--- src/source/fma_pkg.sv ---
// fma_pkg: FP16 field types, internal datapath widths and pipeline stage records
package fma_pkg;

    // format constants
    localparam int EXP_BIAS      = 15;
    localparam int EXP_MIN       = -14;  // smallest normal exponent, also subnormal exponent
    localparam int ADDEND_NO_ADD = 13;   // beyond this c swamps the product
    localparam int FRAC_W        = 10;

    typedef logic [15:0]        fp16_t;
    typedef logic [10:0]        mant_t;   // hidden bit plus fraction
    typedef logic signed [5:0]  exp_t;    // unbiased exponent
    typedef logic signed [6:0]  diff_t;   // c exponent minus product exponent, -44..43
    typedef logic [21:0]        prod_t;
    typedef logic [34:0]        wide_t;   // aligned sum, top bit is the sign before recovery
    typedef logic [33:0]        align_t;
    typedef logic [5:0]         shift_t;

    // operands split into fields, combinational out of the unpacker
    typedef struct packed {
        logic  sign_ab;
        logic  sign_c;
        exp_t  exp_ab;
        diff_t diff;
        mant_t mant_a;
        mant_t mant_b;
        mant_t mant_c;
    } unpacked_t;

    // stage 1 register
    typedef struct packed {
        logic  sign_ab;
        logic  sign_c;
        exp_t  exp_ab;
        diff_t diff;
        mant_t mant_c;
        prod_t product;
    } mul_stage_t;

    // stage 2 register
    typedef struct packed {
        wide_t mag;
        logic  sign;     // final sign of the result
        exp_t  exp_ab;
        mant_t mant_c;
        diff_t diff;
        logic  no_add;   // result is c unchanged
    } sum_stage_t;

endpackage

--- src/source/addend_align_add.sv ---
// addend_align_add: shifts c against the product, signed add and magnitude recovery, second stage
module addend_align_add (
    input  logic                clk,
    input  logic                rst,
    input  logic                in_valid,
    input  fma_pkg::mul_stage_t stage,
    output logic                out_valid,
    output fma_pkg::sum_stage_t sum
);

    fma_pkg::align_t ext_c;
    fma_pkg::align_t shifted_c;
    logic [6:0]      shift_mag;
    logic            right_shift;  // c smaller than the product
    logic            no_add;
    logic            eff_sub;
    fma_pkg::wide_t  addend;
    fma_pkg::wide_t  raw_sum;
    fma_pkg::wide_t  magnitude;
    logic            neg;
    logic            final_sign;

    // c's hidden bit lines up with the product's integer bit at diff zero
    assign ext_c       = fma_pkg::align_t'({stage.mant_c, {fma_pkg::FRAC_W{1'b0}}});
    assign right_shift = stage.diff[6];
    assign shift_mag   = right_shift ? -stage.diff : stage.diff;
    assign shifted_c   = right_shift ? ext_c >> shift_mag : ext_c << shift_mag;
    assign no_add      = !right_shift && (stage.diff > fma_pkg::ADDEND_NO_ADD);

    assign eff_sub = stage.sign_ab ^ stage.sign_c;
    assign addend  = eff_sub ? ~{1'b0, shifted_c} : {1'b0, shifted_c};

    // carry-in finishes the two's complement of the addend
    assign raw_sum = addend + fma_pkg::wide_t'(stage.product)
                   + fma_pkg::wide_t'(eff_sub);

    assign neg       = raw_sum[$bits(fma_pkg::wide_t)-1];
    assign magnitude = neg ? ~raw_sum + 1'b1 : raw_sum;

    always_comb begin
        if (no_add)
            final_sign = stage.sign_c;
        else if (magnitude == '0)
            final_sign = stage.sign_ab & stage.sign_c;  // exact cancel gives +0
        else
            final_sign = stage.sign_ab ^ neg;
    end

    always_ff @(posedge clk) begin
        if (rst)
            out_valid <= 1'b0;
        else
            out_valid <= in_valid;
    end

    always_ff @(posedge clk) begin
        if (in_valid) begin
            sum.mag    <= magnitude;
            sum.sign   <= final_sign;
            sum.exp_ab <= stage.exp_ab;
            sum.mant_c <= stage.mant_c;
            sum.diff   <= stage.diff;
            sum.no_add <= no_add;
        end
    end

endmodule

--- src/source/booth_multiplier.sv ---
// booth_multiplier: radix-4 Booth mantissa product over a carry-save tree, first pipeline stage
module booth_multiplier (
    input  logic                clk,
    input  logic                rst,
    input  logic                in_valid,
    input  fma_pkg::unpacked_t  fields,
    output logic                out_valid,
    output fma_pkg::mul_stage_t stage
);

    localparam int ROW_W = 24;  // product width plus two bits of headroom
    localparam int ROWS  = 6;

    // full adder per bit, carry moved up one place
    function automatic logic [2*ROW_W-1:0] csa(
        input logic [ROW_W-1:0] x,
        input logic [ROW_W-1:0] y,
        input logic [ROW_W-1:0] z
    );
        logic [ROW_W-1:0] s;
        logic [ROW_W-1:0] cy;
        s  = x ^ y ^ z;
        cy = ((x & y) | (y & z) | (x & z)) << 1;
        return {cy, s};
    endfunction

    logic [12:0]      b_ext;       // zero below bit 0 and above bit 10
    logic [ROW_W-1:0] rows [ROWS];
    logic [ROW_W-1:0] s1, c1, s2, c2;
    logic [ROW_W-1:0] s3, c3, s4, c4;
    logic [ROW_W-1:0] csa_total;

    assign b_ext = {1'b0, fields.mant_b, 1'b0};

    // digit selection, each row two places above the last
    always_comb begin
        logic [2:0]       digit;
        logic             neg;
        logic [11:0]      mag;
        logic [ROW_W-1:0] pp;
        logic [ROW_W-1:0] fix_prev;
        fix_prev = '0;
        for (int i = 0; i < ROWS; i++) begin
            digit = b_ext[2*i +: 3];
            case (digit)
                3'b001, 3'b010: begin  // +1
                    mag = {1'b0, fields.mant_a};
                    neg = 1'b0;
                end
                3'b011: begin          // +2
                    mag = {fields.mant_a, 1'b0};
                    neg = 1'b0;
                end
                3'b100: begin          // -2
                    mag = {fields.mant_a, 1'b0};
                    neg = 1'b1;
                end
                3'b101, 3'b110: begin  // -1
                    mag = {1'b0, fields.mant_a};
                    neg = 1'b1;
                end
                default: begin
                    mag = '0;
                    neg = 1'b0;
                end
            endcase
            pp = {{(ROW_W-12){1'b0}}, mag};
            if (neg)
                pp = ~pp;  // ones complement, the +1 rides in the next row
            // low bits of this row are free for the previous correction bit
            rows[i]  = (pp << (2*i)) | fix_prev;
            fix_prev = ROW_W'(neg) << (2*i);
        end
    end

    // three levels of 3:2 reduction
    assign {c1, s1} = csa(rows[0], rows[1], rows[2]);
    assign {c2, s2} = csa(rows[3], rows[4], rows[5]);
    assign {c3, s3} = csa(s1, c1, s2);
    assign {c4, s4} = csa(s3, c3, c2);

    assign csa_total = s4 + c4;

    always_ff @(posedge clk) begin
        if (rst)
            out_valid <= 1'b0;
        else
            out_valid <= in_valid;
    end

    always_ff @(posedge clk) begin
        if (in_valid) begin
            stage.sign_ab <= fields.sign_ab;
            stage.sign_c  <= fields.sign_c;
            stage.exp_ab  <= fields.exp_ab;
            stage.diff    <= fields.diff;
            stage.mant_c  <= fields.mant_c;
            stage.product <= fma_pkg::prod_t'(csa_total);
        end
    end

    // sign extension of negative rows must cancel out of the headroom bits
    assert property (@(posedge clk) disable iff (rst)
        in_valid |-> csa_total[ROW_W-1:$bits(fma_pkg::prod_t)] == '0);

endmodule

--- src/source/fma_fp16.sv ---
// fma_fp16: three-stage pipelined half-precision fused multiply-add, result = a*b + c
module fma_fp16 (
    input  logic           clk,
    input  logic           rst,
    input  logic           in_valid,
    input  fma_pkg::fp16_t a,
    input  fma_pkg::fp16_t b,
    input  fma_pkg::fp16_t c,
    output logic           out_valid,
    output fma_pkg::fp16_t result
);

    fma_pkg::unpacked_t  fields;
    logic                mul_valid;
    fma_pkg::mul_stage_t mul_stage;
    logic                sum_valid;
    fma_pkg::sum_stage_t sum_stage;

    // combinational front end
    fp16_unpack u_unpack (
        .a      (a),
        .b      (b),
        .c      (c),
        .fields (fields)
    );

    // stage 1
    booth_multiplier u_mul (
        .clk       (clk),
        .rst       (rst),
        .in_valid  (in_valid),
        .fields    (fields),
        .out_valid (mul_valid),
        .stage     (mul_stage)
    );

    // stage 2
    addend_align_add u_add (
        .clk       (clk),
        .rst       (rst),
        .in_valid  (mul_valid),
        .stage     (mul_stage),
        .out_valid (sum_valid),
        .sum       (sum_stage)
    );

    // stage 3
    normalize_round u_round (
        .clk       (clk),
        .rst       (rst),
        .in_valid  (sum_valid),
        .sum       (sum_stage),
        .out_valid (out_valid),
        .result    (result)
    );

endmodule

--- src/source/fp16_unpack.sv ---
// fp16_unpack: splits the three operands and forms product sign, exponent and alignment distance
module fp16_unpack (
    input  fma_pkg::fp16_t     a,
    input  fma_pkg::fp16_t     b,
    input  fma_pkg::fp16_t     c,
    output fma_pkg::unpacked_t fields
);

    // subnormals sit at EXP_MIN with a clear hidden bit
    function automatic fma_pkg::exp_t true_exp(input fma_pkg::fp16_t x);
        logic [4:0] field;
        field = x[14:fma_pkg::FRAC_W];
        if (field == '0)
            return fma_pkg::exp_t'(fma_pkg::EXP_MIN);
        return fma_pkg::exp_t'($signed({1'b0, field}) - fma_pkg::EXP_BIAS);
    endfunction

    function automatic fma_pkg::mant_t hidden_mant(input fma_pkg::fp16_t x);
        return {|x[14:fma_pkg::FRAC_W], x[fma_pkg::FRAC_W-1:0]};
    endfunction

    fma_pkg::exp_t exp_a;
    fma_pkg::exp_t exp_b;
    fma_pkg::exp_t exp_c;
    fma_pkg::exp_t exp_ab;

    assign exp_a  = true_exp(a);
    assign exp_b  = true_exp(b);
    assign exp_c  = true_exp(c);
    assign exp_ab = exp_a + exp_b;  // -28..30, fits six bits

    always_comb begin
        fields.sign_ab = a[15] ^ b[15];
        fields.sign_c  = c[15];
        fields.exp_ab  = exp_ab;
        // seven bits, the difference can reach 43 either way
        fields.diff    = {exp_c[5], exp_c} - {exp_ab[5], exp_ab};
        fields.mant_a  = hidden_mant(a);
        fields.mant_b  = hidden_mant(b);
        fields.mant_c  = hidden_mant(c);
    end

endmodule

--- src/source/normalize_round.sv ---
// normalize_round: leading-zero normalization, subnormal clamp, round to nearest even and pack
module normalize_round (
    input  logic                clk,
    input  logic                rst,
    input  logic                in_valid,
    input  fma_pkg::sum_stage_t sum,
    output logic                out_valid,
    output fma_pkg::fp16_t      result
);

    localparam int TOP     = $bits(fma_pkg::wide_t) - 1;
    localparam int MANT_W  = $bits(fma_pkg::mant_t);
    localparam int GRD_POS = TOP - MANT_W;
    // bit 2*FRAC_W of the sum carries weight 2^exp_ab
    localparam int TOP_OFFSET = TOP - 2 * fma_pkg::FRAC_W;

    fma_pkg::shift_t   lz;
    fma_pkg::shift_t   shamt;
    logic signed [7:0] exp_ab8;
    logic signed [7:0] diff8;
    logic signed [7:0] exp_offset;
    logic signed [7:0] exp_norm;
    logic signed [7:0] exp_clamp;
    logic signed [7:0] exp_pre;
    logic signed [7:0] exp_final;
    fma_pkg::wide_t    shifted;
    fma_pkg::mant_t    man;
    fma_pkg::mant_t    rounded;
    logic              guard;
    logic              round_bit;
    logic              sticky;
    logic              round_up;
    logic              carry;
    logic [4:0]        exp_field;
    fma_pkg::fp16_t    packed_result;

    assign exp_ab8 = $signed({{2{sum.exp_ab[5]}}, sum.exp_ab});
    assign diff8   = $signed({sum.diff[6], sum.diff});

    // priority leading-zero count, highest set bit wins
    always_comb begin
        lz = 6'd35;  // zero magnitude
        for (int i = 0; i <= TOP; i++) begin
            if (sum.mag[i])
                lz = fma_pkg::shift_t'(TOP - i);
        end
        exp_offset = 8'(TOP_OFFSET) - $signed({2'b00, lz});
    end

    assign exp_norm = exp_ab8 + exp_offset;

    // below EXP_MIN the shift stops where bit TOP weighs 2^EXP_MIN
    always_comb begin
        if (exp_norm < fma_pkg::EXP_MIN) begin
            shamt     = fma_pkg::shift_t'(exp_ab8 + TOP_OFFSET - fma_pkg::EXP_MIN);
            exp_clamp = 8'(fma_pkg::EXP_MIN);
        end else begin
            shamt     = lz;
            exp_clamp = exp_norm;
        end
    end

    assign shifted = sum.mag << shamt;

    always_comb begin
        if (sum.no_add) begin
            man       = sum.mant_c;
            guard     = 1'b0;
            round_bit = 1'b0;
            sticky    = 1'b0;
            exp_pre   = exp_ab8 + diff8;  // back to c's exponent
        end else begin
            man       = shifted[TOP -: MANT_W];
            guard     = shifted[GRD_POS];
            round_bit = shifted[GRD_POS-1];
            sticky    = |shifted[GRD_POS-2:0];
            exp_pre   = exp_clamp;
        end
    end

    // ties go to the even neighbour
    assign round_up = guard & (round_bit | sticky | man[0]);

    always_comb begin
        {carry, rounded} = {1'b0, man} + (MANT_W + 1)'(round_up);
        exp_final        = exp_pre;
        if (carry) begin
            rounded   = fma_pkg::mant_t'(1) << fma_pkg::FRAC_W;  // 10.0 becomes 1.0
            exp_final = exp_pre + 8'sd1;
        end
    end

    // clear hidden bit means a subnormal or zero field
    assign exp_field = rounded[fma_pkg::FRAC_W] ?
                       5'(exp_final + fma_pkg::EXP_BIAS) : 5'd0;
    assign packed_result = {sum.sign, exp_field, rounded[fma_pkg::FRAC_W-1:0]};

    always_ff @(posedge clk) begin
        if (rst)
            out_valid <= 1'b0;
        else
            out_valid <= in_valid;
    end

    always_ff @(posedge clk) begin
        if (in_valid)
            result <= packed_result;
    end

    // every valid operand set must leave the pipe fully resolved
    assert property (@(posedge clk) disable iff (rst)
        out_valid |-> !$isunknown(result));

endmodule

--- config.mk ---
export PLATFORM = sky130hd
export DESIGN_NAME = fma_fp16
export DESIGN_NICKNAME = d
export VERILOG_FILES = /design/src/source/fma_pkg.sv /design/src/source/addend_align_add.sv /design/src/source/booth_multiplier.sv /design/src/source/fma_fp16.sv /design/src/source/fp16_unpack.sv /design/src/source/normalize_round.sv
export SDC_FILE = /design/constraint.sdc
export NUM_CORES = 1
export LEC_CHECK = 0
export ABC_AREA = 1
export BUFFER_PORTS_ARGS = -buffer_cell sky130_fd_sc_hd__buf_2
export CAP_MARGIN = 0
export CORE_MARGIN = 2
export CORE_UTILIZATION = 29
export CTS_BUF_LIST = sky130_fd_sc_hd__clkbuf_8
export DETAILED_ROUTE_END_ITERATION = 16
export SYNTH_ARGS = -nofsm -noshare
export SYNTH_HDL_FRONTEND = slang
export SYNTH_SLANG_ARGS = --single-unit
--- constraint.sdc ---
create_clock -name clk -period 14.58 [get_ports clk]
set_input_delay 0 -clock clk [delete_from_list [all_inputs] [get_ports clk]]
set_output_delay 0 -clock clk [all_outputs]
set_load 0.005 [all_outputs]
# == Word-level counts from Yosys, hierarchy flattened ==
# Index checks and enable logic that the tools add are counted.
# word_totals
reg_bits,126
inputBits,51
output_inout_bits,17
elab_cells,218
# op_classes
addsub,18
magnitude_cmp,2
n_eq_ne,30
shift,3
muxes,75
bitwise_logic,47
reduce_logical,25
# op_table
cell,count
AND 21 bit,12
two-way mux 6 bit,39
bitwise XOR 22 bit,8
bitwise OR 21 bit,8
one-hot mux 12 bit (2 select lines),6
two-way mux 35 bit,2
"equality test 3 bit, second input constant",12
adder 35 x 1 -> 35 bit,1
"adder 35 x 1 -> 35 bit, second input constant",1
adder 35 x 22 -> 35 bit,1
logical NOT 35 bit,1
inverter 34 -> 35 bit,1
inverter 35 bit,1
<< shifter 35 x 6 -> 35 bit,1
two-way mux 34 bit,1
<< shifter 21 x 7 -> 34 bit,1
right shift 21 x 7 -> 34 bit,1
"equality test 3 x 2 -> 1 bit, second input constant",8
adder 22 bit,1
two-way mux 11 bit,2
two-way mux 22 bit,1
inverter 12 -> 22 bit,1
bitwise OR 22 x 1 -> 22 bit,1
bitwise OR 22 x 3 -> 22 bit,1
other kinds (43),88

# == Depth between registers and ports, before layout ==
# Gate-level depths: netlist (run 1).
# logic_depth
depth_word,48
mapped_depth,76
depth_no_buf,75

# == Modules after synthesis ==
# A second synthesis (run 1) with hierarchy kept.
# unflattened
cells_unflattened,2767
area_unflattened_um2,18378.9
# modules_own_cells
module,n_inst,cells_per_inst,area_per_inst_um2,seq_area_each_um2
addend_align_add,1,1194,7415.9,1851.8
booth_multiplier,1,613,5511.5,1461.4
normalize_round,1,791,4380.5,500.5
fp16_unpack,1,169,1071.0,0.0

# == Worst setup path before layout (run 1) ==
# OpenSTA, ideal clock, no wires.
# synth_timing
path_kind,register -> register
startpoint,register u_add.sum[27] (netlist name)
endpoint,"register u_round.result[14], data pin"
setup_ns,0.253
arrival_ns,6.227
required_ns,14.327
slack_ns,8.100
stages_incl_launch_ff,70
path_buffers,3
period_less_slack_ns,6.480
path_cell_list,edfxtp_1 inv_2 nand2_1 nand2_1 nand2_1 nand2_1 nand2_1 nand2_1 nand2_1 nand2_1 nand2_1 nand2_1 nand2_1 nand2_1 nand2_1 nand2_1 nand2_1 nand2_1 [... 34 more ...] buf_2 buf_1 nand3_1 nand3_1 nand3_1 nand3_1 nand2_1 a21oi_4 nand2_2 nor2_4 nand2_4 xor2_1 ha_1 nand3_1 nor2_1 nand2_1 nand2_1 nor2_1
# synth_between
elab_chain_len,47
word_cells_on_any_way,54
cone_classes,add/sub (5); order compare (1); shift (1); mux (43); bitwise (3); reduce/logical (1)
# synth_rtl
element,line_no,rtl
two-way mux 2 bit (2 in series),normalize_round.sv:44,if (sum.mag[i])
two-way mux 6 bit (32 in series),normalize_round.sv:44,
subtractor 4 x 6 -> 7 bit,normalize_round.sv:47,"exp_offset = 8'(TOP_OFFSET) - $signed({2'b00, lz});"
adder 6 x 7 -> 8 bit,normalize_round.sv:50,assign exp_norm = exp_ab8 + exp_offset;
less-than comparator 8 x 5 -> 1 bit,normalize_round.sv:54,if (exp_norm < fma_pkg::EXP_MIN) begin
two-way mux 6 bit,normalize_round.sv:54,
<< shifter 35 x 6 -> 35 bit,normalize_round.sv:63,assign shifted = sum.mag << shamt;
OR reduction 22 bit,normalize_round.sv:76,sticky = |shifted[GRD_POS-2:0];
two-way mux 1 bit,normalize_round.sv:66,if (sum.no_add) begin
bitwise OR 1 bit (2 in series),normalize_round.sv:82,assign round_up = guard & (round_bit | sticky | man[0]);
AND 1 bit,normalize_round.sv:82,
adder 11 x 1 -> 12 bit,normalize_round.sv:85,"{carry, rounded} = {1'b0, man} + (MANT_W + 1)'(round_up);"
two-way mux 5 bit,normalize_round.sv:87,if (carry) begin
adder 5 bit,normalize_round.sv:95,5'(exp_final + fma_pkg::EXP_BIAS) : 5'd0;
"end signal, assigned",normalize_round.sv:107,result <= packed_result;
"end, declared",normalize_round.sv:8,output fma_pkg::fp16_t result
# Several ways; a longest one is shown, not always the timed one.
# A chain may end at the register's enable or synchronous reset.

# == Worst setup path after layout (run 1) ==
# layout_timing
startpoint,register u_add.sum[27] (netlist name)
endpoint,"register u_round.result[14], data pin"
# layout_between
elab_chain_len,47
word_cells_on_any_way,54
cone_classes,add/sub (5); order compare (1); shift (1); mux (43); bitwise (3); reduce/logical (1)
# layout_rtl
element,line_no
two-way mux 2 bit (2 in series),normalize_round.sv:44
two-way mux 6 bit (32 in series),normalize_round.sv:44
subtractor 4 x 6 -> 7 bit,normalize_round.sv:47
adder 6 x 7 -> 8 bit,normalize_round.sv:50
less-than comparator 8 x 5 -> 1 bit,normalize_round.sv:54
two-way mux 6 bit,normalize_round.sv:54
<< shifter 35 x 6 -> 35 bit,normalize_round.sv:63
OR reduction 22 bit,normalize_round.sv:76
two-way mux 1 bit,normalize_round.sv:66
bitwise OR 1 bit (2 in series),normalize_round.sv:82
AND 1 bit,normalize_round.sv:82
adder 11 x 1 -> 12 bit,normalize_round.sv:85
two-way mux 5 bit,normalize_round.sv:87
adder 5 bit,normalize_round.sv:95
# Several ways; a longest one is shown, not always the timed one.

==> results.tsv, run 1 <==
stage	metric	value	unit
final_layout	Layout area overhead	9.75	%
power_and_ir_drop	NetSw	0.00205	W
cts	H-tree Lvls	4	
critical_path	CP startpoint kind	flop	
synth	EDFF count, synth	123	
power_and_ir_drop	total power divided by cell area	218	mW/mm^2
synth	FF+latch count, synth	126	
power_and_ir_drop	sw frac	0.544	
critical_path	worst r2r path cells	69	
cts	post-CTS setup buffer count	0	
final_layout	Final Net Count	2437	
cts	deepest clock path buffer count	2	
power_and_ir_drop	Lkg Pwr	7.94	nW
critical_path	RR Startpoint	u_add.sum[27]$_DFFE_PP_	
timing	Pins Over Slew Limit	0	
synth	Synthesized Nets	2391	
worst_hold_path	hold path depth	5	
placed_design	GP Congestion	0.954	
critical_path	CP peak stage delay	0.84	ns
cts	# clock sinks	126	
synth	Post-Syn Instances	2187	
detailed_routing	post-route ant nets	0	
synth	Avg Cell Area, Syn	7.17	sq um
synth	Cell Area, Synth	0.0157	sq mm
floorplanning	Core Rows	85	
placed_design	Port Buf Inserts	67	
global_route	met3 Resource Use GR	0.0204	
floorplanning	I/O Pins	68	
synth	register area share after synthesis	0.239	
detailed_routing	1st-pass router iterations	5	
detailed_routing	DRC	0	
critical_path	R2R Setup Slk	6.12	ns
global_route	first-pass GRT wire length	71100	um
cts	Worst-path clk slew	0.08	ns
global_route	GRT Total Usage	0.156	
critical_path	Required @ worst endpoint	14.83	ns
global_route	vias in the first global route	14000	
critical_path	CP Capture Type	flop	
timing	post-route setup TNS	0	ns
final_layout	Final Core Density	0.321	
cts	CTS tree	done	
timing	Final Setup Violations	0	
critical_path	CP max FO	35	
floorplanning	total core area	0.0536	sq mm
critical_path	slowest CP cell	clkinv_1	
synth	Synth async-reset ratio	0	
power_and_ir_drop	Int Pwr	0.00171	W
timing	slack of the critical path	6.12	ns
global_route	Overflow after GRT	0	
power_and_ir_drop	clock share of power	0.077	
floorplanning	Die Y	237	um
critical_path	CP Class	reg -> reg	
cts	Hold-fix buffers, CTS	18	
critical_path	Worst Setup SP	u_add.sum[27]$_DFFE_PP_	
timing	min cycle time layout	8.46	ns
placed_design	Post-DP HPWL	35600	um
flow_run	Max-cap violations	0	
cts	Num CTS Buffers	17	
power_and_ir_drop	Flop pwr share	0.192	
detailed_routing	drt wl/cell	14.8	um
timing	Final period util	0.580	
timing	Relative slew margins	0.196	
synth	Main synth FF type	edfxtp_1	
critical_path	CP dominant cell by count	nand2_1	
cts	clk_lat worst skew	0.49	ns
timing	RSZ-0062 raised after global routing	no	
critical_path	Arrival @ worst endpoint	8.71	ns
outcome	status	finished clean	
power_and_ir_drop	Logic pwr share	0.731	
global_route	largest net degree at the start of global routing	61	
cts	post-CTS sizing	0	
global_route	GR Util met2	0.268	
worst_hold_path	worst min-delay path class	in -> reg	
global_route	layer carrying the most global-route usage	met2	
cts	CTS Root Cell	clkbuf_8	
floorplanning	Die ar.	0.0559	sq mm
synth	yosys warns	0	
detailed_routing	DRT Wirelength	43600	um
placed_design	pre-CTS WS	6.12	ns
timing	Peak Freq	118	MHz
floorplanning	Die W	237	um
floorplanning	Starting Density	0.293	
power_and_ir_drop	VDD IR max	103	uV
detailed_routing	routed vias	14400	
timing	Fin. Hold Viols	0	
final_layout	layout cells sized above 1	0.0846	
detailed_routing	drt via density	4.90	
timing	Worst-Margin Slew	1.20	ns
timing	Final Skew	0.0211	ns
global_route	initial antenna violation count	1	
global_route	M1 GR Usage	0.203	
power_and_ir_drop	overall power	0.00376	W
synth	post-synth cell types	63	
worst_hold_path	worst min-delay path startpoint	c[10]	
detailed_routing	iteration-0 DRC count of the detailed router	898	
==> synth_stat cells (29+ instances only) <==
cell,instances,area (sq um)
a21oi_1,86,430
o21ai_0,90,450
nand3_1,253,1270
clkbuf_1,40,150
inv_1,266,998
edfxtp_1,123,3690
nor2_1,182,683
o22ai_1,55,344
xnor2_1,29,254
ha_1,95,1190
nand2_1,484,1820
xor2_1,174,1520
fa_1,58,1160
==> worst max-delay path: cells and delay by family, from the launching register on <==
family / cells / cell delay, ns
compound gates: 4 / 0.54
xor+xnor: 2 / 0.48
fa+ha+maj: 3 / 0.85
buf+inv: 7 / 1.80
flops: 1 / 0.39
simple gates: 53 / 4.12
==> path summary, 6_finish.rpt <==
path	endpoint
setup / recovery	u_round.result[14]$_SDFFCE_PN0P_
hold / removal	u_mul.stage[33]$_DFFE_PP_
setup reg to reg	u_round.result[14]$_SDFFCE_PN0P_
hold reg to reg	u_add.sum[23]$_DFFE_PP_
==> layout by cell type, fill, tap and decap left out, drive strengths merged, types with 3 or more instances in the layout <==
cell and n:
a21o 3, a21oi 88, a31oi 5, and2 3, buf 79, clkbuf 17, clkinv 22, dfxtp 3
dlygate4sd3 18, edfxtp 123, fa 58, ha 95, inv 292, nand2 493, nand3 259, nand4 20
nor2 195, nor3 28, nor4 18, o211ai 14, o21ai 111, o21bai 4, o22ai 55, o31ai 4
o32ai 3, or2 9, xnor2 31, xor2 177
==> cell type report <==
class	count	area [sq um]
sequential	126	3750
antenna	1	2.50
fill	5816	36400
multi-input combinational	1690	10500
clock buffer	17	234
clock inverter	15	126
inverter	301	1130
timing repair buffer	97	606
tap	696	871
==> power by group through the flow <==
stage          sequential (W)  combinational (W)  clock (W)
6_report             0.000721            0.00275   0.000288
4_1_cts              0.000721            0.00275   0.000300
3_5_place_dp         0.000728            0.00273          0
2_1_floorplan        0.000683            0.00217          0
5_1_grt              0.000734            0.00314   0.000313
3_3_place_gp         0.000727            0.00270          0
==> cells by family (layout without fill, tap and decap cells) <==
family                   after synthesis  after routing  share of synthesized area
AND/OR/NAND/NOR                     1027           1027                      0.285
buffers and inverters                371            430                     0.0924
AO/OA/AOI/OAI                        300            300                      0.113
XOR/XNOR                             208            208                      0.119
adder cells (fa/ha/maj)              153            153                      0.150
flip-flops                           126            126                      0.239
other                                  1              2                   0.000239
multiplexers                           1              1                   0.000638
==> sequential cells by signal, summed over array words and instances (netlist names) <==
name / count
u_add.sum: 59
u_round.out_valid: 1
u_mul.out_valid: 1
u_round.result: 16
u_add.out_valid: 1
u_mul.stage: 48
==> metal layers <==
layer	wire length, um	share of wire	vias to the layer above
met4	1170	0.027	0
met5	0	0	-
met2	20800	0.48	362
li1	-	-	7327
met3	1750	0.040	71
met1	19900	0.46	6665
==> per-stage QoR <==
stage | cell area [sq um] | cells | hold WS [ns]
floorplan | 15700 | 2187 | 0.0712
global placement | 16700 | 2892 | 0.178
detailed placement | 16700 | 2892 | 0.179
CTS | 17200 | 2942 | 0.0197
global route | 17200 | 2943 | 0.0434
finish | 17200 | 2943 | 0.0605
Power figures use the tool's default switching activity.
==> run 2, diff against run 1 <==
==> constraint.sdc (replaced) <==
create_clock -name clk -period 8.5 [get_ports clk]
set_input_delay 0 -clock clk [delete_from_list [all_inputs] [get_ports clk]]
set_output_delay 0 -clock clk [all_outputs]
set_load 0.005 [all_outputs]
==> run 2 against run 1 <==
Effect of this change: non-clock buffer count is 18 higher; clock skew down 0.0077 ns; sequential share of layout area fell by 0.29 points; flip-flop and latch count is the same; critical endpoint unchanged; largest power group unchanged; highest routed layer unchanged.
==> results.tsv, run 2 (synthesis gave the netlist of run 1 again) <==
stage	metric	value	unit	change
critical_path	worst path bufs/invs	3		was 7
floorplanning	Die ar.	0.0559	sq mm	unchanged
floorplanning	Die Y	237	um	unchanged
placed_design	Port Buf Inserts	67		unchanged
critical_path	CP Capture Type	flop		unchanged
cts	CTS tree	done		unchanged
critical_path	Arrival @ worst endpoint	7.82	ns	was 8.71 ns
cts	# clock sinks	126		unchanged
cts	H-tree Lvls	4		unchanged
floorplanning	Starting Density	0.293		unchanged
detailed_routing	DRT Wirelength	43900	um	was 43600 um
global_route	Overflow after GRT	0		unchanged
global_route	first-pass GRT wire length	72000	um	was 71100 um
placed_design	Post-DP HPWL	35600	um	about the same
power_and_ir_drop	total power divided by cell area	376	mW/mm^2	was 218 mW/mm^2
final_layout	Inserted Diodes	0		was 1
critical_path	CP max FO	33		was 35
final_layout	Layout area overhead	11.2	%	was 9.75%
timing	Final Setup Violations	0		unchanged
critical_path	cell family with most CP delay	simple AND/OR/NAND/NOR gates		unchanged
timing	Worst Hold Slack	0.0729	ns	was 0.0605 ns
critical_path	Setup crit end	u_round.result[14]$_SDFFCE_PN0P_		unchanged
critical_path	CP peak stage delay	0.43	ns	was 0.84 ns
global_route	GRT Total Usage	0.157		was 0.156
final_layout	largest registers	u_add.sum: 59 flops, u_mul.stage: 48 flops, u_round.result: 16 flops		unchanged
worst_hold_path	worst min-delay path class	in -> reg		unchanged
floorplanning	Core Rows	85		unchanged
critical_path	RR Startpoint	u_add.sum[26]$_DFFE_PP_		was u_add.sum[27]$_DFFE_PP_
cts	CTS Root Cell	clkbuf_8		unchanged
critical_path	Reg-to-Reg End	u_round.result[14]$_SDFFCE_PN0P_		unchanged
critical_path	CP startpoint kind	flop		unchanged
detailed_routing	drt via density	4.93		was 4.90
critical_path	Worst Setup SP	u_add.sum[26]$_DFFE_PP_		was u_add.sum[27]$_DFFE_PP_
critical_path	Required @ worst endpoint	8.75	ns	was 14.83 ns
final_layout	flip-flop count of the largest register after layout	59		unchanged
cts	clk_lat worst skew	0.47	ns	was 0.49 ns
power_and_ir_drop	VDD IR max	157	uV	was 103 uV
placed_design	post-placement cell count	2901		was 2892
critical_path	worst r2r path cells	67		was 69
detailed_routing	routed vias	14600		was 14400
power_and_ir_drop	Lkg Pwr	8.04	nW	was 7.94 nW
outcome	status	finished clean		unchanged
critical_path	slowest CP cell	edfxtp_1		was clkinv_1
detailed_routing	DRC	0		unchanged
timing	Peak Freq	132	MHz	was 118 MHz
final_layout	layout cells sized above 1	0.0940		was 0.0846
final_layout	commonest non-fill, non-tap cell in the layout	nand2_1		unchanged
timing	Pins Over Slew Limit	0		unchanged
critical_path	CP Class	reg -> reg		unchanged
critical_path	number of cells on the critical path	67		was 69
final_layout	largest reg by FF count	u_add.sum		unchanged
floorplanning	total core area	0.0536	sq mm	unchanged
floorplanning	I/O Pins	68		unchanged
timing	Worst-Margin Slew	1.01	ns	was 1.20 ns
timing	Relative slew margins	0.324		was 0.196
flow_run	Max-cap violations	0		unchanged
timing	Final period util	0.891		was 0.580
floorplanning	Die W	237	um	unchanged
critical_path	R2R Setup Slk	0.93	ns	was 6.12 ns
timing	Final Skew	0.0134	ns	was 0.0211 ns
final_layout	fin cells	2961		was 2943
timing	min cycle time layout	7.57	ns	was 8.46 ns
detailed_routing	1st-pass router iterations	7		was 5
detailed_routing	iteration-0 DRC count of the detailed router	1059		was 898
global_route	largest net degree at the start of global routing	61		unchanged
final_layout	most frequent cells in the layout	nand2_1 (484), inv_1 (264), nand3_1 (253), nor2_1 (180), xor2_1 (174)		was nand2_1 (484), inv_1 (266), nand3_1 (253), nor2_1 (181), xor2_1 (174)
final_layout	Final Net Count	2456		was 2437
cts	deepest clock path buffer count	2		unchanged
critical_path	CP dominant cell by count	nand2_1		unchanged
global_route	initial antenna violation count	0		was 1
detailed_routing	drt wl/cell	14.8	um	about the same
placed_design	GP Congestion	0.935		was 0.954
timing	Fin. Hold Viols	0		unchanged
cts	Worst-path clk slew	0.08	ns	about the same
detailed_routing	post-route ant nets	0		unchanged
cts	Num CTS Buffers	17		unchanged
global_route	vias in the first global route	14000		about the same
[run 2: worst min-delay path, cell delays in order]
cell     delay, ns
buf_2         0.10
inv_1         0.05
nand2_1       0.06
ha_1          0.13
inv_1         0.03
[run 2: power breakdown]
group	internal [W]	total, W	switching, W	leakage (nW)
clock network	0.000295	0.000568	0.000273	0.211
logic	0.00168	0.00475	0.00307	6.63
registers	0.00107	0.00123	0.000160	1.20
total	0.00305	0.00655	0.00350	8.04
[run 2: routing by layer]
metal,vias up,GRT usage,wire [um]
met1,6814,0.207,20200
met3,58,0.0169,1640
met5,-,0,0
met2,372,0.272,21300
met4,0,0.0439,840
li1,7355,-,-
[run 2: final cells by class]
cell class | count | area (sq um)
Fill cell | 5803 | 36200
Inverter | 301 | 1150
Timing Repair inverter | 1 | 7.51
Multi-Input combinational cell | 1690 | 10500
Clock buffer | 17 | 234
Clock inverter | 15 | 186
Tap cell | 696 | 871
Timing Repair Buffer | 115 | 741
Sequential cell | 126 | 3750
[run 2: how the worst min path moves through the flow]
stage                                       endpoint  start  cells after the start  slack (ns)
final                      u_mul.stage[33]$_DFFE_PP_  c[10]                      5        0.07
after global routing       u_mul.stage[32]$_DFFE_PP_  c[13]                      4        0.08
after CTS                  u_mul.stage[32]$_DFFE_PP_  c[13]                      4        0.03
after detailed placement   u_mul.stage[31]$_DFFE_PP_   c[9]                      1        0.18
after global placement     u_mul.stage[24]$_DFFE_PP_   c[2]                      1        0.18
after floorplan           u_mul.out_valid$_SDFF_PP0_    rst                      1        0.07
[run 2: stage by stage]
| step | power [W] | setup TNS (ns) | setup WS [ns] | util | area [sq um] |
|---|---|---|---|---|---|
| after floorplan | 0.00490 | 0 | 2.02 | - | 15700 |
| after global placement | 0.00589 | 0 | 0.864 | 0.312 | 16700 |
| after detailed placement | 0.00595 | 0 | 0.639 | 0.312 | 16700 |
| after CTS | 0.00655 | 0 | 0.569 | 0.323 | 17300 |
| after global routing | 0.00729 | -0.0102 | -0.0102 | 0.325 | 17400 |
| final | 0.00655 | 0 | 0.928 | 0.325 | 17400 |
[run 2: repair_timing]
item	4_1_cts	5_1_grt
hold buffers	18	0
setup endpoints to repair	0	3
buffers inserted	0	9
hold endpoints to repair	17	0
resized for setup	0	11
==> run 3, diff against run 2 <==
--- a/config.mk
+++ b/config.mk
@@ -6,7 +6,7 @@
 export NUM_CORES = 1
 export LEC_CHECK = 0
 export ABC_AREA = 1
-export BUFFER_PORTS_ARGS = -buffer_cell sky130_fd_sc_hd__buf_2
+export BUFFER_PORTS_ARGS = -buffer_cell sky130_fd_sc_hd__clkbuf_2
 export CAP_MARGIN = 0
 export CORE_MARGIN = 2
 export CORE_UTILIZATION = 29
==> constraint.sdc (replaced) <==
create_clock -name clk -period 7.6 [get_ports clk]
set_input_delay 0 -clock clk [delete_from_list [all_inputs] [get_ports clk]]
set_output_delay 0 -clock clk [all_outputs]
set_load 0.005 [all_outputs]
==> run 3 against run 2 <==
Effect of this change: register-to-register slack lost 0.44 ns; via count increased by 1.0%; clock-buffer cell count did not move; first-iteration DRC count decreased by 9.0%; setup slack got worse by 0.44 ns; routed wire length shrank 0.51%; die area did not move; final area grew 3.2%; critical path depth is 11 lower; power up 13%; critical path type unchanged; critical endpoint unchanged; largest cell class unchanged; largest power group unchanged; highest routed layer unchanged.
==> results.tsv, run 3 (synthesis gave the netlist of run 1 again) <==
stage	metric	value	unit	change
critical_path	CP Class	reg -> reg		unchanged
final_layout	largest reg by FF count	u_add.sum		unchanged
detailed_routing	drt via density	4.92		was 4.93
final_layout	flip-flop count of the largest register after layout	59		unchanged
critical_path	Worst Setup SP	u_add.sum[27]$_DFFE_PP_		was u_add.sum[26]$_DFFE_PP_
critical_path	CP startpoint kind	flop		unchanged
timing	Final Setup Violations	0		unchanged
final_layout	commonest non-fill, non-tap cell in the layout	nand2_1		unchanged
timing	Final period util	0.936		was 0.891
timing	min cycle time layout	7.11	ns	was 7.57 ns
timing	RSZ-0062 raised after global routing	yes		
placed_design	Post-DP HPWL	34900	um	was 35600 um
global_route	first-pass GRT wire length	71100	um	was 72000 um
critical_path	Required @ worst endpoint	7.83	ns	was 8.75 ns
final_layout	Final Core Density	0.336		was 0.325
critical_path	CP Capture Type	flop		unchanged
detailed_routing	routed vias	14800		was 14600
timing	Worst-Margin Slew	1.04	ns	was 1.01 ns
final_layout	Inserted Diodes	0		unchanged
cts	CTS tree	done		unchanged
global_route	initial antenna violation count	0		unchanged
critical_path	CP max FO	15		was 33
floorplanning	Die ar.	0.0559	sq mm	unchanged
critical_path	Arrival @ worst endpoint	7.34	ns	was 7.82 ns
global_route	Overflow after GRT	0		unchanged
cts	Num CTS Buffers	17		unchanged
worst_hold_path	worst min-delay path class	in -> reg		unchanged
critical_path	CP dominant cell by count	nand3_1		was nand2_1
outcome	status	finished clean		unchanged
final_layout	fin area	0.0180	sq mm	was 0.0174 sq mm
detailed_routing	1st-pass router iterations	8		was 7
global_route	vias in the first global route	13900		was 14000
final_layout	largest registers	u_add.sum: 59 flops, u_mul.stage: 48 flops, u_round.result: 16 flops		unchanged
critical_path	CP peak stage delay	0.38	ns	was 0.43 ns
timing	Peak Freq	141	MHz	was 132 MHz
timing	Pins Over Slew Limit	0		unchanged
detailed_routing	drt wl/cell	14.6	um	was 14.8 um
detailed_routing	DRT Wirelength	43700	um	was 43900 um
final_layout	Layout area overhead	14.8	%	was 11.2%
timing	post-route setup TNS	0	ns	unchanged
cts	# clock sinks	126		unchanged
global_route	largest net degree at the start of global routing	61		unchanged
floorplanning	Starting Density	0.293		unchanged
floorplanning	Die W	237	um	unchanged
critical_path	worst r2r path cells	56		was 67
critical_path	R2R Setup Slk	0.49	ns	was 0.93 ns
timing	Fin. Hold Viols	0		unchanged
final_layout	most frequent cells in the layout	nand2_1 (474), inv_1 (262), nand3_1 (239), nor2_1 (176), xor2_1 (173)		was nand2_1 (484), inv_1 (264), nand3_1 (253), nor2_1 (180), xor2_1 (174)
power_and_ir_drop	total power divided by cell area	410	mW/mm^2	was 376 mW/mm^2
cts	CTS Root Cell	clkbuf_8		unchanged
detailed_routing	DRC	0		unchanged
flow_run	Max-cap violations	0		unchanged
power_and_ir_drop	overall power	0.00738	W	was 0.00655 W
cts	H-tree Lvls	4		unchanged
critical_path	RR Startpoint	u_add.sum[27]$_DFFE_PP_		was u_add.sum[26]$_DFFE_PP_
floorplanning	I/O Pins	68		unchanged
timing	Relative slew margins	0.298		was 0.324
final_layout	layout cells sized above 1	0.128		was 0.0940
cts	Worst-path clk slew	0.08	ns	about the same
worst_hold_path	hold path depth	4		was 5
cts	clk_lat worst skew	0.47	ns	about the same
placed_design	DP Area	0.0168	sq mm	was 0.0167 sq mm
floorplanning	Die Y	237	um	unchanged
placed_design	Port Buf Inserts	67		unchanged
global_route	GRT Total Usage	0.155		was 0.157
floorplanning	total core area	0.0536	sq mm	unchanged
cts	deepest clock path buffer count	2		unchanged
placed_design	GP Congestion	0.948		was 0.935
power_and_ir_drop	Lkg Pwr	8.29	nW	was 8.04 nW
critical_path	slowest CP cell	edfxtp_1		unchanged
detailed_routing	post-route ant nets	0		unchanged
power_and_ir_drop	VDD IR max	176	uV	was 157 uV
floorplanning	Core Rows	85		unchanged
detailed_routing	iteration-0 DRC count of the detailed router	964		was 1059
final_layout	Final Net Count	2496		was 2456
critical_path	Setup crit end	u_round.result[14]$_SDFFCE_PN0P_		unchanged
critical_path	Reg-to-Reg End	u_round.result[14]$_SDFFCE_PN0P_		unchanged
timing	Final Skew	0.0188	ns	was 0.0134 ns
[run 3: timing repair]
item / 4_1_cts / 5_1_grt
hold endpoints to repair: 17 / 0
setup endpoints to repair: 1 / 14
gates resized for setup: 1 / 65
hold buffers: 17 / 0
setup buffers: 0 / 39
pin swaps: 0 / 17
gates cloned: 0 / 3
[run 3: worst min path at each step]
| stage | endpoint | startpoint | slack (ns) |
|---|---|---|---|
| after global routing | u_mul.stage[32]$_DFFE_PP_ | c[12] | 0.08 |
| after floorplan | u_mul.out_valid$_SDFF_PP0_ | rst | 0.07 |
| after global placement | u_mul.stage[31]$_DFFE_PP_ | c[9] | 0.18 |
| after CTS | u_mul.stage[32]$_DFFE_PP_ | c[12] | 0.01 |
| after detailed placement | u_mul.stage[24]$_DFFE_PP_ | c[2] | 0.18 |
| final | u_mul.stage[32]$_DFFE_PP_ | c[12] | 0.05 |
[run 3: power breakdown]
part | switching, W | internal, W
Clock | 0.000295 | 0.000262
Combinational | 0.00347 | 0.00198
Sequential | 0.000172 | 0.00120
Total | 0.00394 | 0.00344
[run 3: final cells by class]
class | instances | area, sq um
tap | 696 | 871
clock buffer | 17 | 234
fill | 5719 | 35600
clock inverter | 15 | 140
inverter | 301 | 1150
timing repair buffer | 155 | 1130
sequential | 126 | 3750
multi-input combinational | 1690 | 10700
timing repair inverter | 1 | 5.00
[run 3: stage by stage]
stage / hold WS [ns] / cells / setup WS [ns]
global route: 0.0803 / 3001 / -0.174
CTS: 0.0134 / 2959 / 0.00187
floorplan: 0.0712 / 2187 / 1.12
detailed placement: 0.179 / 2910 / 0.0567
global placement: 0.178 / 2910 / 0.149
finish: 0.0459 / 3001 / 0.487
[run 3: layer usage]
metal / track usage / share of wire / vias to the layer above
li1: - / - / 7439
met1: 0.210 / 0.46 / 6832
met2: 0.258 / 0.47 / 416
met3: 0.0162 / 0.044 / 64
met4: 0.0493 / 0.024 / 0
met5: 0 / 0 / -
[run 3: critical path: cells and delay by family (launching register included)]
| kind | cells | cell delay [ns] |
|---|---|---|
| compound gates | 6 | 1.15 |
| xor+xnor | 1 | 0.22 |
| fa+ha+maj | 2 | 0.55 |
| buf+inv | 9 | 1.03 |
| flops | 1 | 0.38 |
| simple gates | 38 | 3.51 |
